File: config.mk
export PLATFORM = sky130hd
export DESIGN_NAME = tlp_merge_top
export DESIGN_NICKNAME = d
export VERILOG_FILES = /design/src/source/tlp_pkg.sv /design/src/source/tlp_merge_top.sv /design/src/source/tlp_hdr_merge.sv /design/src/source/axis_skid_buffer.sv
export VERILOG_INCLUDE_DIRS = /design/src /design/src/include
export SDC_FILE = /design/constraint.sdc
export NUM_CORES = 1
export LEC_CHECK = 0
export ABC_AREA = 1
export BUFFER_PORTS_ARGS = -buffer_cell sky130_fd_sc_hd__clkbuf_2
export CAP_MARGIN = 20
export CORE_MARGIN = 10
export CORE_UTILIZATION = 54
export CTS_BUF_LIST = sky130_fd_sc_hd__clkbuf_4
export DETAILED_ROUTE_END_ITERATION = 16
export HOLD_SLACK_MARGIN = 0.03
export PLACE_DENSITY_LB_ADDON = 0.2
export SYNTH_ARGS = -nofsm -noshare
export SYNTH_HDL_FRONTEND = slang
export SYNTH_SLANG_ARGS = --single-unit
File: constraint.sdc
create_clock -name clk -period 15.1 [get_ports clk]
set_input_delay 3.775 -clock clk [delete_from_list [all_inputs] [get_ports clk]]
set_output_delay 3.775 -clock clk [all_outputs]
set_load 0.01 [all_outputs]
File: src/include/tlp_consts.svh
/*
 * Width constants for the TLP header merge path
 * Included by the package and by every module that sizes a bus or a beat
 * The header is exactly half the data bus and the merge logic relies on it
 */

`ifndef TLP_CONSTS_SVH
`define TLP_CONSTS_SVH

// Width of one stream beat in bits
`define TLP_DATA_W 128

// A TLP header fills exactly the low half of a beat
`define TLP_HDR_W 64

// One keep bit per byte of the data bus
`define TLP_KEEP_W 16

// Sideband user bits that travel with the header beat only
`define TLP_USER_W 8

`endif
File: src/source/tlp_pkg.sv
/*
 * Shared types for the TLP header merge path
 * Holds the header layout, the beat structs passed between pipeline stages
 * and a helper that says whether a header announces a payload
 * Other files refer to these by scoped names
 */

`default_nettype none

`include "tlp_consts.svh"

package tlp_pkg;

    // Packed TLP header, exactly half the data bus wide
    // The first field listed lands in the most significant bits
    typedef struct packed {
        logic [7:0]  fmt_type;
        logic [9:0]  length;
        logic [15:0] requester_id;
        logic [7:0]  tag;
        logic [5:0]  attr;
        logic [15:0] lower_addr;
    } tlp_hdr_t;

    // One beat of the header stream, header plus its sideband bits
    typedef struct packed {
        tlp_hdr_t              hdr;
        logic [`TLP_USER_W-1:0] user;
    } hdr_beat_t;

    // One beat of the raw payload stream, bus aligned
    typedef struct packed {
        logic [`TLP_DATA_W-1:0] data;
        logic [`TLP_KEEP_W-1:0] keep;
        logic                   last;
    } pld_beat_t;

    // One beat of the merged stream with the header inline
    typedef struct packed {
        logic [`TLP_DATA_W-1:0] data;
        logic [`TLP_KEEP_W-1:0] keep;
        logic                   last;
        logic [`TLP_USER_W-1:0] user;
    } tlp_beat_t;

    // Bit 6 of fmt_type marks a request or completion that carries data
    function automatic logic has_data(input tlp_hdr_t hdr);
        return hdr.fmt_type[6];
    endfunction

endpackage

`default_nettype wire

File: src/source/tlp_merge_top.sv
/*
 * Top level of the TLP header merge path
 * Takes a header stream and a bus-aligned payload stream on loose ports and
 * returns one TLP stream with inline headers
 * Pipeline is input skid buffers, merge stage and an output skid buffer
 */

`timescale 1ns/10ps
`default_nettype none

`include "tlp_consts.svh"

module tlp_merge_top (
    input  wire logic                   clk,
    input  wire logic                   rst_n,

    input  wire logic                   hdr_valid,
    output logic                        hdr_ready,
    input  tlp_pkg::tlp_hdr_t           hdr,
    input  wire logic [`TLP_USER_W-1:0] hdr_user,

    input  wire logic                   pld_valid,
    output logic                        pld_ready,
    input  wire logic [`TLP_DATA_W-1:0] pld_data,
    input  wire logic [`TLP_KEEP_W-1:0] pld_keep,
    input  wire logic                   pld_last,

    output logic                        tlp_valid,
    input  wire logic                   tlp_ready,
    output logic [`TLP_DATA_W-1:0]      tlp_data,
    output logic [`TLP_KEEP_W-1:0]      tlp_keep,
    output logic                        tlp_last,
    output logic [`TLP_USER_W-1:0]      tlp_user
);

    // Beats as they arrive on the loose ports
    tlp_pkg::hdr_beat_t hdr_in_beat;
    tlp_pkg::pld_beat_t pld_in_beat;

    // Registered inputs into the merge stage
    logic               hdr_q_valid;
    logic               hdr_q_ready;
    tlp_pkg::hdr_beat_t hdr_q_beat;
    logic               pld_q_valid;
    logic               pld_q_ready;
    tlp_pkg::pld_beat_t pld_q_beat;

    // Merged stream before the output register
    logic               mrg_valid;
    logic               mrg_ready;
    tlp_pkg::tlp_beat_t mrg_beat;

    tlp_pkg::tlp_beat_t tlp_out_beat;

    assign hdr_in_beat = '{hdr: hdr, user: hdr_user};
    assign pld_in_beat = '{data: pld_data, keep: pld_keep, last: pld_last};

    axis_skid_buffer #(.T(tlp_pkg::hdr_beat_t)) hdr_skid (
        .clk       (clk),
        .rst_n     (rst_n),
        .in_valid  (hdr_valid),
        .in_ready  (hdr_ready),
        .in_beat   (hdr_in_beat),
        .out_valid (hdr_q_valid),
        .out_ready (hdr_q_ready),
        .out_beat  (hdr_q_beat)
    );

    axis_skid_buffer #(.T(tlp_pkg::pld_beat_t)) pld_skid (
        .clk       (clk),
        .rst_n     (rst_n),
        .in_valid  (pld_valid),
        .in_ready  (pld_ready),
        .in_beat   (pld_in_beat),
        .out_valid (pld_q_valid),
        .out_ready (pld_q_ready),
        .out_beat  (pld_q_beat)
    );

    tlp_hdr_merge merge (
        .clk       (clk),
        .rst_n     (rst_n),
        .hdr_valid (hdr_q_valid),
        .hdr_ready (hdr_q_ready),
        .hdr_beat  (hdr_q_beat),
        .pld_valid (pld_q_valid),
        .pld_ready (pld_q_ready),
        .pld_beat  (pld_q_beat),
        .tlp_valid (mrg_valid),
        .tlp_ready (mrg_ready),
        .tlp_beat  (mrg_beat)
    );

    // Registered ready here keeps the merge stage free of long sink paths
    axis_skid_buffer #(.T(tlp_pkg::tlp_beat_t)) out_skid (
        .clk       (clk),
        .rst_n     (rst_n),
        .in_valid  (mrg_valid),
        .in_ready  (mrg_ready),
        .in_beat   (mrg_beat),
        .out_valid (tlp_valid),
        .out_ready (tlp_ready),
        .out_beat  (tlp_out_beat)
    );

    assign tlp_data = tlp_out_beat.data;
    assign tlp_keep = tlp_out_beat.keep;
    assign tlp_last = tlp_out_beat.last;
    assign tlp_user = tlp_out_beat.user;

endmodule

`default_nettype wire

File: src/source/tlp_hdr_merge.sv
/*
 * Merge stage that puts each TLP header in front of its payload
 * The header takes the low half of the first beat and the payload moves up
 * by half a bus, so every later beat joins the carried upper half of the
 * previous payload beat with the new lower half
 * A remainder left after the last payload beat goes out as a flush beat
 */

`timescale 1ns/10ps
`default_nettype none

`include "tlp_consts.svh"

module tlp_hdr_merge (
    input  wire logic         clk,
    input  wire logic         rst_n,

    input  wire logic         hdr_valid,
    output logic              hdr_ready,
    input  tlp_pkg::hdr_beat_t hdr_beat,

    input  wire logic         pld_valid,
    output logic              pld_ready,
    input  tlp_pkg::pld_beat_t pld_beat,

    output logic              tlp_valid,
    input  wire logic         tlp_ready,
    output tlp_pkg::tlp_beat_t tlp_beat
);

    localparam int HALF_W      = `TLP_DATA_W / 2;
    localparam int HALF_KEEP_W = `TLP_KEEP_W / 2;

    // Next payload beat begins a new packet
    logic is_sop;

    // Upper half of the previous payload beat, waiting for its slot
    logic                   carry_valid;
    logic [HALF_W-1:0]      carry_data;
    logic [HALF_KEEP_W-1:0] carry_keep;

    // Packet fits in the start beat together with its header
    logic single_beat;

    // Output transfer into the next stage
    logic tlp_xfer;

    // No data, or nothing in the upper half of the first payload beat
    assign single_beat = !tlp_pkg::has_data(hdr_beat.hdr) ||
                         !pld_beat.keep[HALF_KEEP_W];

    assign tlp_xfer = tlp_valid && tlp_ready;

    // ==============================
    // Handshake
    // ==============================

    // A header goes with the first payload beat of its packet, and only
    // once any remainder of the packet before it has been flushed
    assign hdr_ready = hdr_valid && pld_valid && tlp_ready &&
                       is_sop && !carry_valid;

    // Payload beats of a running packet flow whenever the output can take
    // them; a start beat also waits for its header and for the flush
    assign pld_ready = pld_valid && tlp_ready &&
                       (!is_sop || (hdr_valid && !carry_valid));

    // Output is either a payload-driven beat or a lone flush beat
    assign tlp_valid = pld_ready || (is_sop && carry_valid);

    // ==============================
    // Packet and carry tracking
    // ==============================
    always_ff @(posedge clk)
    begin
        if (!rst_n)
        begin
            is_sop      <= 1'b1;
            carry_valid <= 1'b0;
        end
        else
        begin
            if (pld_valid && pld_ready)
            begin
                is_sop <= pld_beat.last;
            end

            if (tlp_xfer)
            begin
                if (pld_ready)
                begin
                    // Start beats leave a carry unless the packet fit;
                    // later beats leave one when their upper half had bytes
                    carry_valid <= is_sop ? !single_beat : pld_beat.keep[HALF_KEEP_W];
                end
                else
                begin
                    // Nothing consumed, so this transfer was the flush beat
                    carry_valid <= 1'b0;
                end
            end
        end
    end

    // The carry always holds the upper half of the latest payload beat;
    // after a flush carry_valid is low so stale contents are never used
    always_ff @(posedge clk)
    begin
        if (tlp_xfer)
        begin
            carry_data <= pld_beat.data[HALF_W +: HALF_W];
            carry_keep <= pld_beat.keep[HALF_KEEP_W +: HALF_KEEP_W];
        end
    end

    // ==============================
    // Output beat
    // ==============================
    always_comb
    begin
        if (hdr_ready)
        begin
            // Start beat: header low, first half of the payload high
            tlp_beat.data = {pld_beat.data[0 +: HALF_W], hdr_beat.hdr};
            tlp_beat.keep = {pld_beat.keep[0 +: HALF_KEEP_W], {HALF_KEEP_W{1'b1}}};
            tlp_beat.last = single_beat;
            tlp_beat.user = hdr_beat.user;
        end
        else
        begin
            tlp_beat.data = {pld_beat.data[0 +: HALF_W], carry_data};
            tlp_beat.keep = {pld_beat.keep[0 +: HALF_KEEP_W], carry_keep};

            // Flush beat carries the remainder only
            if (is_sop)
            begin
                tlp_beat.data[HALF_W +: HALF_W]           = '0;
                tlp_beat.keep[HALF_KEEP_W +: HALF_KEEP_W] = '0;
            end

            // An empty upper half means nothing spills into a flush beat
            tlp_beat.last = is_sop || !pld_beat.keep[HALF_KEEP_W];
            tlp_beat.user = '0;
        end
    end

endmodule

`default_nettype wire

File: src/source/axis_skid_buffer.sv
/*
 * Two-entry skid buffer for a valid/ready stream of any payload type
 * Ready toward the source comes straight from a flop, so long ready paths
 * are cut while full throughput is kept
 * Set T to the beat struct that this stage boundary carries
 */

`timescale 1ns/10ps
`default_nettype none

module axis_skid_buffer #(
    parameter type T = logic [7:0]
) (
    input  wire logic clk,
    input  wire logic rst_n,

    input  wire logic in_valid,
    output logic      in_ready,
    input  T          in_beat,

    output logic      out_valid,
    input  wire logic out_ready,
    output T          out_beat
);

    // Main register drives the output, skid register catches the beat
    // that was already in flight when the output stalled
    logic main_valid;
    T     main_beat;
    logic skid_valid;
    T     skid_beat;

    // Main register may take a new beat when it is empty or draining
    logic main_load;
    // Skid register fills when a beat arrives while main is stuck
    logic skid_load;

    assign main_load = !main_valid || out_ready;
    assign skid_load = in_valid && in_ready && main_valid && !out_ready;

    // Only an empty skid register lets the source send, and skid_valid is a flop
    assign in_ready  = !skid_valid;
    assign out_valid = main_valid;
    assign out_beat  = main_beat;

    // ==============================
    // Control state
    // ==============================
    always_ff @(posedge clk)
    begin
        if (!rst_n)
        begin
            main_valid <= 1'b0;
            skid_valid <= 1'b0;
        end
        else if (main_load)
        begin
            // A held skid beat goes first, else take whatever arrives now
            main_valid <= skid_valid || (in_valid && in_ready);
            skid_valid <= 1'b0;
        end
        else if (skid_load)
        begin
            skid_valid <= 1'b1;
        end
    end

    // ==============================
    // Payload registers
    // ==============================
    always_ff @(posedge clk)
    begin
        if (main_load)
        begin
            main_beat <= skid_valid ? skid_beat : in_beat;
        end

        if (skid_load)
        begin
            skid_beat <= in_beat;
        end
    end

endmodule

`default_nettype wire

### Word-level counts from Yosys, hierarchy flattened

Cells that the tools add are included.

* register bits: 820
* word-level logic and storage cells: 92

* mux-type cells: 8
* bitwise operators: 1
* reduce and logical (&&, ||, !) cells: 45

Operators with widths (count)
* 2-to-1 mux 153 bit: 2
* 2-to-1 mux 145 bit: 1
* 2-to-1 mux 72 bit: 1
* 2-to-1 mux 64 bit: 1
* logical AND 1 bit: 18
* zero test 1 bit: 14
* logical OR 1 bit: 10
* 2-to-1 mux 8 bit: 1
* OR reduction 2 bit: 3
* 2-to-1 mux 1 bit: 2
* NOT 1 bit: 1

### Logic depth before layout (Yosys ltp)

Gate-level depths: netlist (run 1).

* word-level depth: 8
* depth in mapped cells: 10
* gate-level depth less buffers: 8

### Modules after synthesis

A second synthesis (run 1) with hierarchy kept.

* cells, all modules: 2447
* area, all modules: 31228.7 um^2

By module, submodules not included
* axis_skid_buffer (out_skid): instances 1, cells each 811, area each 11370.9 um^2, seq. area each 9228.9 um^2
* axis_skid_buffer (pld_skid): instances 1, cells each 769, area each 10615.2 um^2, seq. area each 8748.4 um^2
* axis_skid_buffer (hdr_skid): instances 1, cells each 388, area each 5352.6 um^2, seq. area each 4364.2 um^2
* tlp_hdr_merge: instances 1, cells each 479, area each 3890.0 um^2, seq. area each 2202.1 um^2

### Worst setup path before layout (run 1)

No wires, ideal clock.

* kind: input-to-reg
* from: input port tlp_ready
* to: register out_skid.skid_beat[0] (netlist name), enable pin
* data arrival time: 13.506 ns
* setup slack: 0.178 ns
* cell stages on the path: 3
* cell sequence: nor2_1 inv_1 nor2_1

* cells in the longest elaborated chain, start to end: 2

RTL lines
* start: declaration: RTL line tlp_merge_top.sv:29 `input wire logic tlp_ready,`
* zero test 1 bit: RTL line axis_skid_buffer.sv:39 `assign skid_load = in_valid && in_ready && main_valid && !out_ready;`
* logical AND 1 bit: RTL line axis_skid_buffer.sv:39
* named net out_skid.skid_load: RTL line axis_skid_buffer.sv:36 `logic skid_load;`
* end signal: assignment: RTL line axis_skid_buffer.sv:80 `skid_beat <= in_beat;`
* end: declaration: RTL line axis_skid_buffer.sv:31 `T skid_beat;`

The timed path passes the listed nets, and every way through them passes these cells.
A chain may end at the register's enable or synchronous reset.

### Worst setup path after layout (run 1)

* from: register pld_skid.skid_valid
* to: output port pld_ready

* cells in the longest elaborated chain, start to end: 1

RTL lines
* start: declaration: RTL line axis_skid_buffer.sv:30 `logic skid_valid;`
* start signal: assignment: RTL line axis_skid_buffer.sv:54 `skid_valid <= 1'b0;`
* start signal: assignment: RTL line axis_skid_buffer.sv:60 `skid_valid <= 1'b0;`
* start signal: assignment: RTL line axis_skid_buffer.sv:64 `skid_valid <= 1'b1;`
* zero test 1 bit: RTL line axis_skid_buffer.sv:42 `assign in_ready = !skid_valid;`
* end: declaration: RTL line tlp_merge_top.sv:23 `output logic pld_ready,`

No other way between the ends.

==> results.md, run 1 <==
* Slowest cell delay on critical path at 360 ps
* Slowest CP cell: dfxtp_4
* CTS Buf Count at around 210
* CTS Sinks at 820
* Syn Inst Count at 2,442
* Vias in the first global route at 19,600
* Max Buffers Root-to-Sink at 3
* Syn nets at about 2,700
* Seq/Total Area, Yosys at 76.8%
* GPL Wtd Cong at roughly 0.80
* Root Buffer: clkbuf_4
* Relative slew margins at 25.3%
* Commonest non-fill, non-tap cells in the layout: 1,038 x nand2_1, 812 x edfxtp_1, 377 x clkbuf_2, 302 x clkbuf_4, 153 x inv_1
* Post-DP HPWL at 43,800 µm
* Total routed wirelength at slightly above 70,000 µm
* Routed Antenna Nets at 0
* Cell family with most CP delay: buffers and inverters
* Mean post-synth cell area at approximately 13 µm²
* DR iter-0 viols at ~1,500
* Later-pin clock latency in the skew report at between 900 and 1000 ps
* Initial antenna violation count at 10
* Setup-failing EPs final at 0
* Critical Path Sink Type: primary output
* CTS tree: yes
* Buf/Inv on CP at 2
* Final nets at approximately 3,200
* Die width at 263 µm
* P per Cell Area at ~130 nW/µm²
* First-pass GRT wire length at roughly 110,000 µm
* Synthesis warning total at 0
* Residual DRC at 0
* Hold crit path type: reg2reg
* Critical path launch point type: flip-flop
* Initial Utilization at between 50% and 60%
* Status: completed
* Pins Over Slew Limit at 0
* Unique masters post-synth at 29
* CTS Hold Bufs at 0
* Final hold viol count at 0
* Die Y at between 200 and 300 µm
* Worst EP arrival at about 1900 ps
* Die area at between 60,000 and 70,000 µm²
* Slew @ Worst Pin at between 1000 and 1500 ps
* CP required at approximately 11,000 ps
* RSZ-0062 raised after global routing: no
* Critical path, cell by cell: inv_6 -> clkbuf_2
* Global Route Usage Sum at 20.4%
* Comb power frac at around 7.9%
* Net Sw Power at 1.15 mW
* Internal at 3.78 mW
* DR WL/cell at 18.4 µm
* Reg clk slew, reported paths at ~60 ps
* Seq pwr share at 56.4%
* Max Cap Viol at 0
* Grt total ovfl at 0
* Layout cells sized above 1 at approximately 29%
* Tmin final at about 5700 ps
* Leakage at ~16 nW
* Setup TNS Final at 0 ps
* Crit path max fanout at 58
* Tcrit/Tclk final at a little under two fifths
* H-tree depth at 4
* Maximum vdd drop at about 0.075 mV
* DR vias at a little under 20,000
* Num rows at 89
* Worst reg2reg setup slack at a little over 10,000 ps
* Mapped Area at about 32,000 µm²
* Area of the core at between 50,000 and 60,000 µm²
* Post-CTS Resized at 0
* F_max at around 180 MHz
* Clock Skew at 47.1 ps
* Area growth syn-to-layout at 15.5%
* Setup fix buffers added after clock tree synthesis at 0
* Clock power frac at 35.7%
* Most common cell after layout, fill and taps aside: nand2_1
* Critical path type: reg2out
* Switch share at between 20% and 30%
* Min Hold Slack at 383 ps
* Synthesis-stage register bit count at between 800 and 900
* Num ports at about 380
* Largest net degree at the start of global routing at 92
* Via/cell ratio at between 5 and 6
* PortBufs at roughly 380
* DR pass1 iterations at 7
## power groups by stage
| stage | sequential [mW] | clock (mW) | combinational (mW) |
|---|---|---|---|
| finish | 2.78 | 1.76 | 0.392 |
| global placement | 2.82 | 0 | 0.387 |
| floorplan | 2.85 | 0 | 0.207 |
| detailed placement | 2.83 | 0 | 0.399 |
| CTS | 2.78 | 1.82 | 0.400 |
| global route | 2.79 | 1.95 | 0.438 |
## metrics by stage
stage | total power, mW | util [%] | setup WS, ps | instance area [µm²] | cells
after CTS | 5.00 | 62.8 | 9240 | 36900 | 3841
after global routing | 5.18 | 62.8 | 9250 | 36900 | 3846
after floorplan | 3.05 | - | 178 | 32000 | 2442
after detailed placement | 3.23 | 58.6 | 8560 | 34500 | 3503
final | 4.93 | 62.8 | 9400 | 36900 | 3846
after global placement | 3.21 | 58.5 | 8620 | 34400 | 3502
## kinds of logic after synthesis
family	Yosys count	share of synthesized area, %
AND/OR/NAND/NOR	1209	15.2
AO/OA/AOI/OAI	142	4.25
buffers and inverters	271	3.82
flip-flops	820	76.8
## worst register-to-register path, stage by stage, from the launching register on
cell	delay, ps
dfxtp_4	1000
inv_6	520
nand2_1	170
nor2_1	110
nand2_8	440
buf_4	960
nand4_1	270
clkinv_2	280
buf_4	780
## routing by layer
layer	global-route usage [%]	vias up	routed length, µm
li1	-	9350	-
met5	0	-	67
met4	8.15	10	1570
met3	6.00	107	5000
met1	25.4	9185	29000
met2	33.1	593	35200
## cells in the mapped netlist
master	instances	area, µm²
nand2_1	1039	3900
edfxtp_1	812	24400
inv_1	158	593
nor2_1	67	251
o211ai_2	64	801
o21a_1	64	480
clkbuf_1	62	233
nand2_2	57	357
nor2_2	21	131
buf_6	20	225
buf_2	15	75.1
buf_1	11	41.3
nand2_4	10	113
dfxtp_1	8	160
o21ai_0	8	40.0
or2_2	8	50.1
nand3_1	4	20.0
a21oi_1	2	10.0
a31oi_1	2	12.5
a211oi_1	1	7.51
a21boi_0	1	7.51
buf_12	1	20.0
buf_4	1	7.51
buf_8	1	15.0
inv_2	1	3.75
inv_4	1	6.26
nand4_1	1	6.26
nor3_1	1	5.00
nor3_2	1	10.0
## final timing paths
path,start,end,cells past startpoint
worst max-delay path,pld_skid.skid_valid,pld_ready,2
worst max register to register,out_skid.skid_valid,hdr_skid.skid_beat[27],8
worst min-delay path,pld_skid.out_beat[133],merge.carry_data[52],0
worst min register to register,pld_skid.out_beat[133],merge.carry_data[52],0
## cell type report
| cell class | count | area, µm² |
|---|---|---|
| Sequential cell | 820 | 24600 |
| Inverter | 160 | 618 |
| Multi-Input combinational cell | 1351 | 6240 |
| Timing Repair Buffer | 399 | 2070 |
| Fill cell | 4622 | 21900 |
| Clock inverter | 36 | 205 |
| Tap cell | 773 | 967 |
| Antenna cell | 5 | 12.5 |
| Clock buffer | 302 | 2270 |
## flip-flops by register name, summed over array words and instances (netlist names)
name / cells
out_skid.out_beat: 153
merge.carry_data: 64
merge.carry_valid: 1
pld_skid.skid_beat: 145
out_skid.out_valid: 1
hdr_skid.out_valid: 1
out_skid.skid_valid: 1
hdr_skid.skid_valid: 1
merge.carry_keep: 8
pld_skid.skid_valid: 1
pld_skid.out_valid: 1
hdr_skid.out_beat: 72
hdr_skid.skid_beat: 72
out_skid.skid_beat: 153
pld_skid.out_beat: 145
merge.is_sop: 1
No activity file was read; power rests on OpenSTA's default activity.
==> inputs of run 2 (changes only) <==
Settings changed: ABC_AREA 1 to 0.
Clock period 15.1 ns to 5.2 ns, I/O delays scaled along.
==> run 2 against run 1 <==
- clock power grew to 2.9 times the previous value
- register-to-register slack lost 8100 ps
- final cell count shrank 15%
- global-route usage shrank 0.34 points
- critical path depth is the same
- non-clock buffer count shrank 4
- sequential share of layout area grew 0.37 points
- area after synthesis shrank 1.2%
- largest cell class unchanged
==> results.md, run 2 <==
* H-tree depth at 4
* Hold path start: pld_skid.out_beat[84]
* Critical Path Sink Type: primary output
* Sequential Area at ~25,000 µm²
* Die Y at ~260 µm
* DR vias at approximately 17,000
* Slowest CP cell: dfxtp_4
* Die width at approximately 260 µm
* Area growth syn-to-layout at 16.3%
* CTS Hold Bufs at 0
* DR pass1 iterations at 5
* Vias in the first global route at ~18,000
* Max Buffers Root-to-Sink at 3
* Initial Utilization at 54.6%
* Most common cell after layout, fill and taps aside: edfxtp_1
* Global Route Usage Sum at between 20% and 30%
* Leakage at between 10 and 15 nW
* Residual DRC at 0
* Fillers at 4,328
* Final hold viol count at 0
* Largest net degree at the start of global routing at 156
* Critical path type: reg2out
* Area of the core at between 50,000 and 60,000 µm²
* Async set-reset flop share out of synthesis at 0%
* Syn nets at ~2,100
* Later-pin clock latency in the skew report at approximately 1000 ps
* Mean post-synth cell area at 17.2 µm²
* Reg clk slew, reported paths at around 70 ps
* Worst EP arrival at around 2200 ps
* CTS tree: yes
* Clock Skew at 63.8 ps
* Num ports at ~380
* Worst R2R Start: out_skid.skid_valid
* Max Cap Viol at 0
* Mapped Area at between 30,000 and 40,000 µm²
* Syn Inst Count at 1,841
* Buf/Inv on CP at 2
* Worst Hold End: merge.carry_data[3]
* Post-DP HPWL at 41,200 µm
* Synthesis-stage register bit count at 820
* P per Cell Area at ~390 nW/µm²
* Via/cell ratio at 5.32
* Initial antenna violation count at 6
* Pins Over Slew Limit at 0
* Num rows at approximately 90
* Tmin final at between 3000 and 4000 ps
* CP required at roughly 3900 ps
* Critical path launch point type: flip-flop
* Setup fix buffers added after clock tree synthesis at 0
* Pre-CTS setup slack at between 1000 and 1500 ps
* Slew @ Worst Pin at around 1100 ps
* Top area cells in the synthesized netlist: edfxtp_1 77%, mux2_2 7.7%, o21ai_0 2.0%
* Post-CTS Resized at 0
* Maximum vdd drop at roughly 0.24 mV
* FF-to-FF End: out_skid.out_beat[50]
* Setup ws final at roughly 1700 ps
* CTS Buf Count at 203
* Status: completed
* Slowest cell delay on critical path at 760 ps
* Seq/Total Area, Yosys at 77.7%
* Path depth of the worst reg2reg path at 4
* Root Buffer: clkbuf_4
* Hold path depth at 0
* Total routed wirelength at around 68,000 µm
* RSZ-0062 raised after global routing: no
* Critical path, cell by cell: inv_1 -> clkbuf_2
* Top_reg_cell synth: edfxtp_1
* Hold crit path type: reg2reg
* Worst reg2reg setup slack at about 1900 ps
* GPL Wtd Cong at 0.772
* DR iter-0 viols at ~1,200
* Crit path max fanout at 42
* Relative slew margins at about a quarter
* Cell family with most CP delay: flip-flops
* EDFF count, synth at 812
* CTS Sinks at just over 800
* Layout cells sized above 1 at a little under two fifths
* Post-synth top area share at around 77%
* Commonest non-fill, non-tap cells in the layout: 812 x edfxtp_1, 377 x clkbuf_2, 299 x clkbuf_4, 217 x mux2_2, 127 x o21ai_0
* First-pass GRT wire length at around 100,000 µm
* F_max at about 290 MHz
* Tcrit/Tclk final at 66.5%
* Die area at between 60,000 and 70,000 µm²
* Setup-failing EPs final at 0
* Synth cell count leaders: 812 x edfxtp_1, 217 x mux2_2, 127 x o21ai_0
* Unique masters post-synth at 38
* Final nets at ~2,600
* Top-count cell post-synth: edfxtp_1
* PortBufs at around 380
* Routed Antenna Nets at 0
* Final Util at between 60% and 70%
* Grt total ovfl at 0
* Tot Pwr at 14.2 mW
* Post-synth top area cell: edfxtp_1
* Synthesis warning total at 0
* DR WL/cell at approximately 21 µm
* Area of the multi-input gates at 6260 µm²
run 2: cell count changes after synthesis, moves of 72 or more:
cell and delta:
inv_1 -83, nand2_1 -965, mux2_2 +217, nand2b_1 +78, o21ai_0 +119, and3_1 +72
run 2: logic make-up after synthesis:
family,share of synthesized area (%)
simple gates,5.64
mux,7.74
compound gates,6.26
flops,77.7
buf+inv,2.66
run 2: worst reg2reg max path: stages, from the launching register on:
cell	delay, ps
dfxtp_4	650
and4bb_4	770
buf_4	830
a21boi_0	470
o31a_1	320
run 2: area by class of cell:
cell class / count / share of cell area (%)
Inverter: 76 / 0.777
Multi-Input combinational cell: 837 / 17.0
Antenna cell: 10 / 0.0681
Clock buffer: 299 / 6.11
Clock inverter: 49 / 0.654
Sequential cell: 820 / 66.8
Timing Repair Buffer: 395 / 5.91
Tap cell: 765 / 2.61
run 2: worst max-delay path by stage:
| stage | end | cells after the start | startpoint | slack [ps] |
|---|---|---|---|---|
| 2_1_floorplan | out_skid.skid_beat[0] | 2 | tlp_ready | -8630 |
| 3_3_place_gp | hdr_skid.out_beat[7] | 3 | out_skid.skid_valid | 1370 |
| 3_5_place_dp | out_skid.out_beat[49] | 4 | out_skid.skid_valid | 1360 |
| 4_1_cts | hdr_ready | 2 | hdr_skid.skid_valid | 1160 |
| 5_1_grt | hdr_ready | 2 | hdr_skid.skid_valid | 1540 |
| 6_report | hdr_ready | 2 | hdr_skid.skid_valid | 1740 |
run 2: metrics by stage:
stage	hold WS (ps)	setup TNS, ps	cells	area (µm²)
2_1_floorplan	400	-1501070	1841	31600
3_3_place_gp	401	0	2889	34100
3_5_place_dp	405	0	2890	34200
4_1_cts	316	0	3238	36600
5_1_grt	330	0	3250	36700
6_report	375	0	3251	36700
run 2: report_power, final:
group | total [mW] | switching (mW) | internal (mW) | leakage (nW)
sequential | 8.03 | 0.169 | 7.86 | 7.99
clock | 5.11 | 2.45 | 2.66 | 1.48
combinational | 1.06 | 0.642 | 0.422 | 4.73
total | 14.2 | 3.26 | 10.9 | 14.2
run 2: per-layer routing:
| metal | up-vias | routed length (µm) | GRT usage [%] |
|---|---|---|---|
| li1 | 8096 | - | - |
| met1 | 8547 | 27800 | 25.2 |
| met2 | 560 | 34600 | 32.7 |
| met3 | 91 | 4590 | 5.38 |
| met4 | 0 | 1400 | 8.22 |
| met5 | - | 0 | 0 |
==> inputs of run 3 (changes only) <==
Settings changed: ABC_AREA 0 to 1, CORE_UTILIZATION 54 to 60.
Clock period 5.2 ns to 3.4 ns, I/O delays scaled along.
==> run 3 against run 2 <==
- final area is 7.6% higher
- critical path type unchanged
- flip-flop and latch count stayed put
- critical endpoint is now pld_ready
- register-to-register slack worse by 1400 ps
==> results.md, run 3 (synthesized netlist as in run 1, its figures left out) <==
* Num ports at 378
* Num rows at 84
* Die width at ~250 µm
* DP Area at 34,600 µm²
* FF-to-FF End: out_skid.out_beat[14]
* Layout cells sized above 1 at between 20 and 30%
* Die Y at 251 µm
* Setup-failing EPs final at 0
* Vias in the first global route at approximately 22,000
* Commonest non-fill, non-tap cells in the layout: 1,035 x nand2_1, 812 x edfxtp_1, 377 x clkbuf_2, 306 x clkbuf_4, 219 x dlygate4sd3_1
* Clock Skew at 57.5 ps
* Setup ws final at slightly above 500 ps
* Tcrit/Tclk final at 85.2%
* Die area at roughly 63,000 µm²
* DR iter-0 viols at between 1,000 and 1,500
* Min Hold Slack at 198 ps
* Met3 WL post-DR at 6560 µm
* Hold path depth at 3
* Setup fix buffers added after clock tree synthesis at 0
* PortBufs at roughly 380
* Area of the multi-input gates at about 6300 µm²
* Design Area, Final at 39,500 µm²
* Critical Path Sink Type: primary output
* Max Cap Viol at 0
* Maximum vdd drop at approximately 0.36 mV
* F_max at about 350 MHz
* Later-pin clock latency in the skew report at between 1000 and 1500 ps
* CP required at between 2000 and 3000 ps
* Hold crit path type: in2reg
* Sequential Area at 24,600 µm²
* Routed Antenna Nets at 0
* Internal at about 17 mW
* Status: completed
* Global Route Usage Sum at between 20 and 25%
* Area of the core at between 50,000 and 60,000 µm²
* Slew @ Worst Pin at between 1000 and 1500 ps
* Setup TNS Final at 0 ps
* RSZ-0062 raised after global routing: no
* Post-CTS Resized at 0
* Post-layout instance count excluding filler cells at between 4,000 and 5,000
* Net Sw Power at around 5.5 mW
* Comb power frac at roughly 9.0%
* Leakage at ~17 nW
* Post-DP HPWL at between 40,000 and 50,000 µm
* DR WL/cell at approximately 19 µm
* First-pass GRT wire length at 120,000 µm
* Largest net degree at the start of global routing at between 150 and 200
* Worst EP arrival at roughly 2100 ps
* Hold path start: hdr_valid
* Fillers at 3,327
* GPL Wtd Cong at 0.787
* Switch share at between 20 and 25%
* CTS tree: yes
* H-tree depth at 4
* Initial antenna violation count at 7
* Most common cell after layout, fill and taps aside: nand2_1
* CTS Buf Count at just over 200
* P per Cell Area at 574 nW/µm²
* Tmin final at 2900 ps
* Path depth of the worst reg2reg path at 8
* Critical path launch point type: flip-flop
* Dpl cells at between 3,000 and 4,000
* Critical path, cell by cell: inv_4 -> clkbuf_2
* Pins Over Slew Limit at 0
* Seq pwr share at between 50% and 60%
* Crit path max fanout at 42
* Worst Hold End: hdr_skid.skid_valid
* Grt total ovfl at 0
* Via/cell ratio at just over 5
* Final nets at between 3,000 and 4,000
* Reg clk slew, reported paths at around 70 ps
* Final hold viol count at 0
* Worst R2R Start: pld_skid.out_valid
* Root Buffer: clkbuf_4
* DR pass1 iterations at 5
* Max Buffers Root-to-Sink at 3
* CTS Hold Bufs at between 200 and 250
* WL met1 at ~29,000 µm
* Slowest CP cell: dfxtp_4
* Relative slew margins at between 20% and 30%
* Area growth syn-to-layout at 23.6%
* Pre-CTS setup slack at slightly above 500 ps
* Clock power frac at a little over a third
* Critical path type: reg2out
* Initial Utilization at between 60 and 70%
* Worst reg2reg setup slack at 510 ps
* DR vias at around 21,000
* Total routed wirelength at 77,300 µm
* Slowest cell delay on critical path at 750 ps
* CTS Sinks at just over 800
* Highest Signal Layer: met4
* Residual DRC at 0
* Met2 Wirelength at 38,900 µm
-- run 3: metrics by stage --
step / utilization [%] / power [mW]
4_1_cts: 74.8 / 22.8
2_1_floorplan: - / 13.5
3_3_place_gp: 65.6 / 14.3
5_1_grt: 75.0 / 23.7
6_report: 75.0 / 22.7
3_5_place_dp: 65.6 / 14.4
-- run 3: worst max-delay path by stage --
stage / from / endpoint / slack [ps] / depth (start not counted)
finish: pld_skid.skid_valid / pld_ready / 500 / 2
global route: hdr_skid.out_valid / out_skid.out_beat[12] / 270 / 8
CTS: pld_skid.skid_valid / pld_ready / 390 / 2
detailed placement: pld_skid.out_valid / out_skid.out_beat[14] / 510 / 8
global placement: pld_skid.out_valid / out_skid.out_beat[11] / 600 / 8
floorplan: tlp_ready / out_skid.skid_beat[0] / -7180 / 3
-- run 3: critical path: cells and delay by family, from the launching register on --
kind | cells | cell delay [ps]
buf+inv | 2 | 260
flops | 1 | 750
-- run 3: layer usage --
layer	vias to the layer above	global-route usage [%]
met1	9915	29.9
met5	-	0
li1	9835	-
met3	133	6.95
met2	979	40.5
met4	0	10.9
-- run 3: power by group through the flow --
| stage | Combinational, mW | Clock, mW | Sequential, mW |
|---|---|---|---|
| 2_1_floorplan | 0.930 | 0 | 12.6 |
| 3_3_place_gp | 1.74 | 0 | 12.5 |
| 3_5_place_dp | 1.80 | 0 | 12.6 |
| 4_1_cts | 2.02 | 8.43 | 12.3 |
| 5_1_grt | 2.23 | 9.03 | 12.4 |
| 6_report | 2.03 | 8.29 | 12.4 |
-- run 3: layout make-up --
class	instances	share of cell area, %
diodes	10	0.0633
clock buffers	306	5.81
clock inverters	54	0.883
inverters	160	1.55
multi-input cells	1351	15.9
flip-flops and latches	820	62.1
well taps	688	2.18
repair buffers	630	11.5
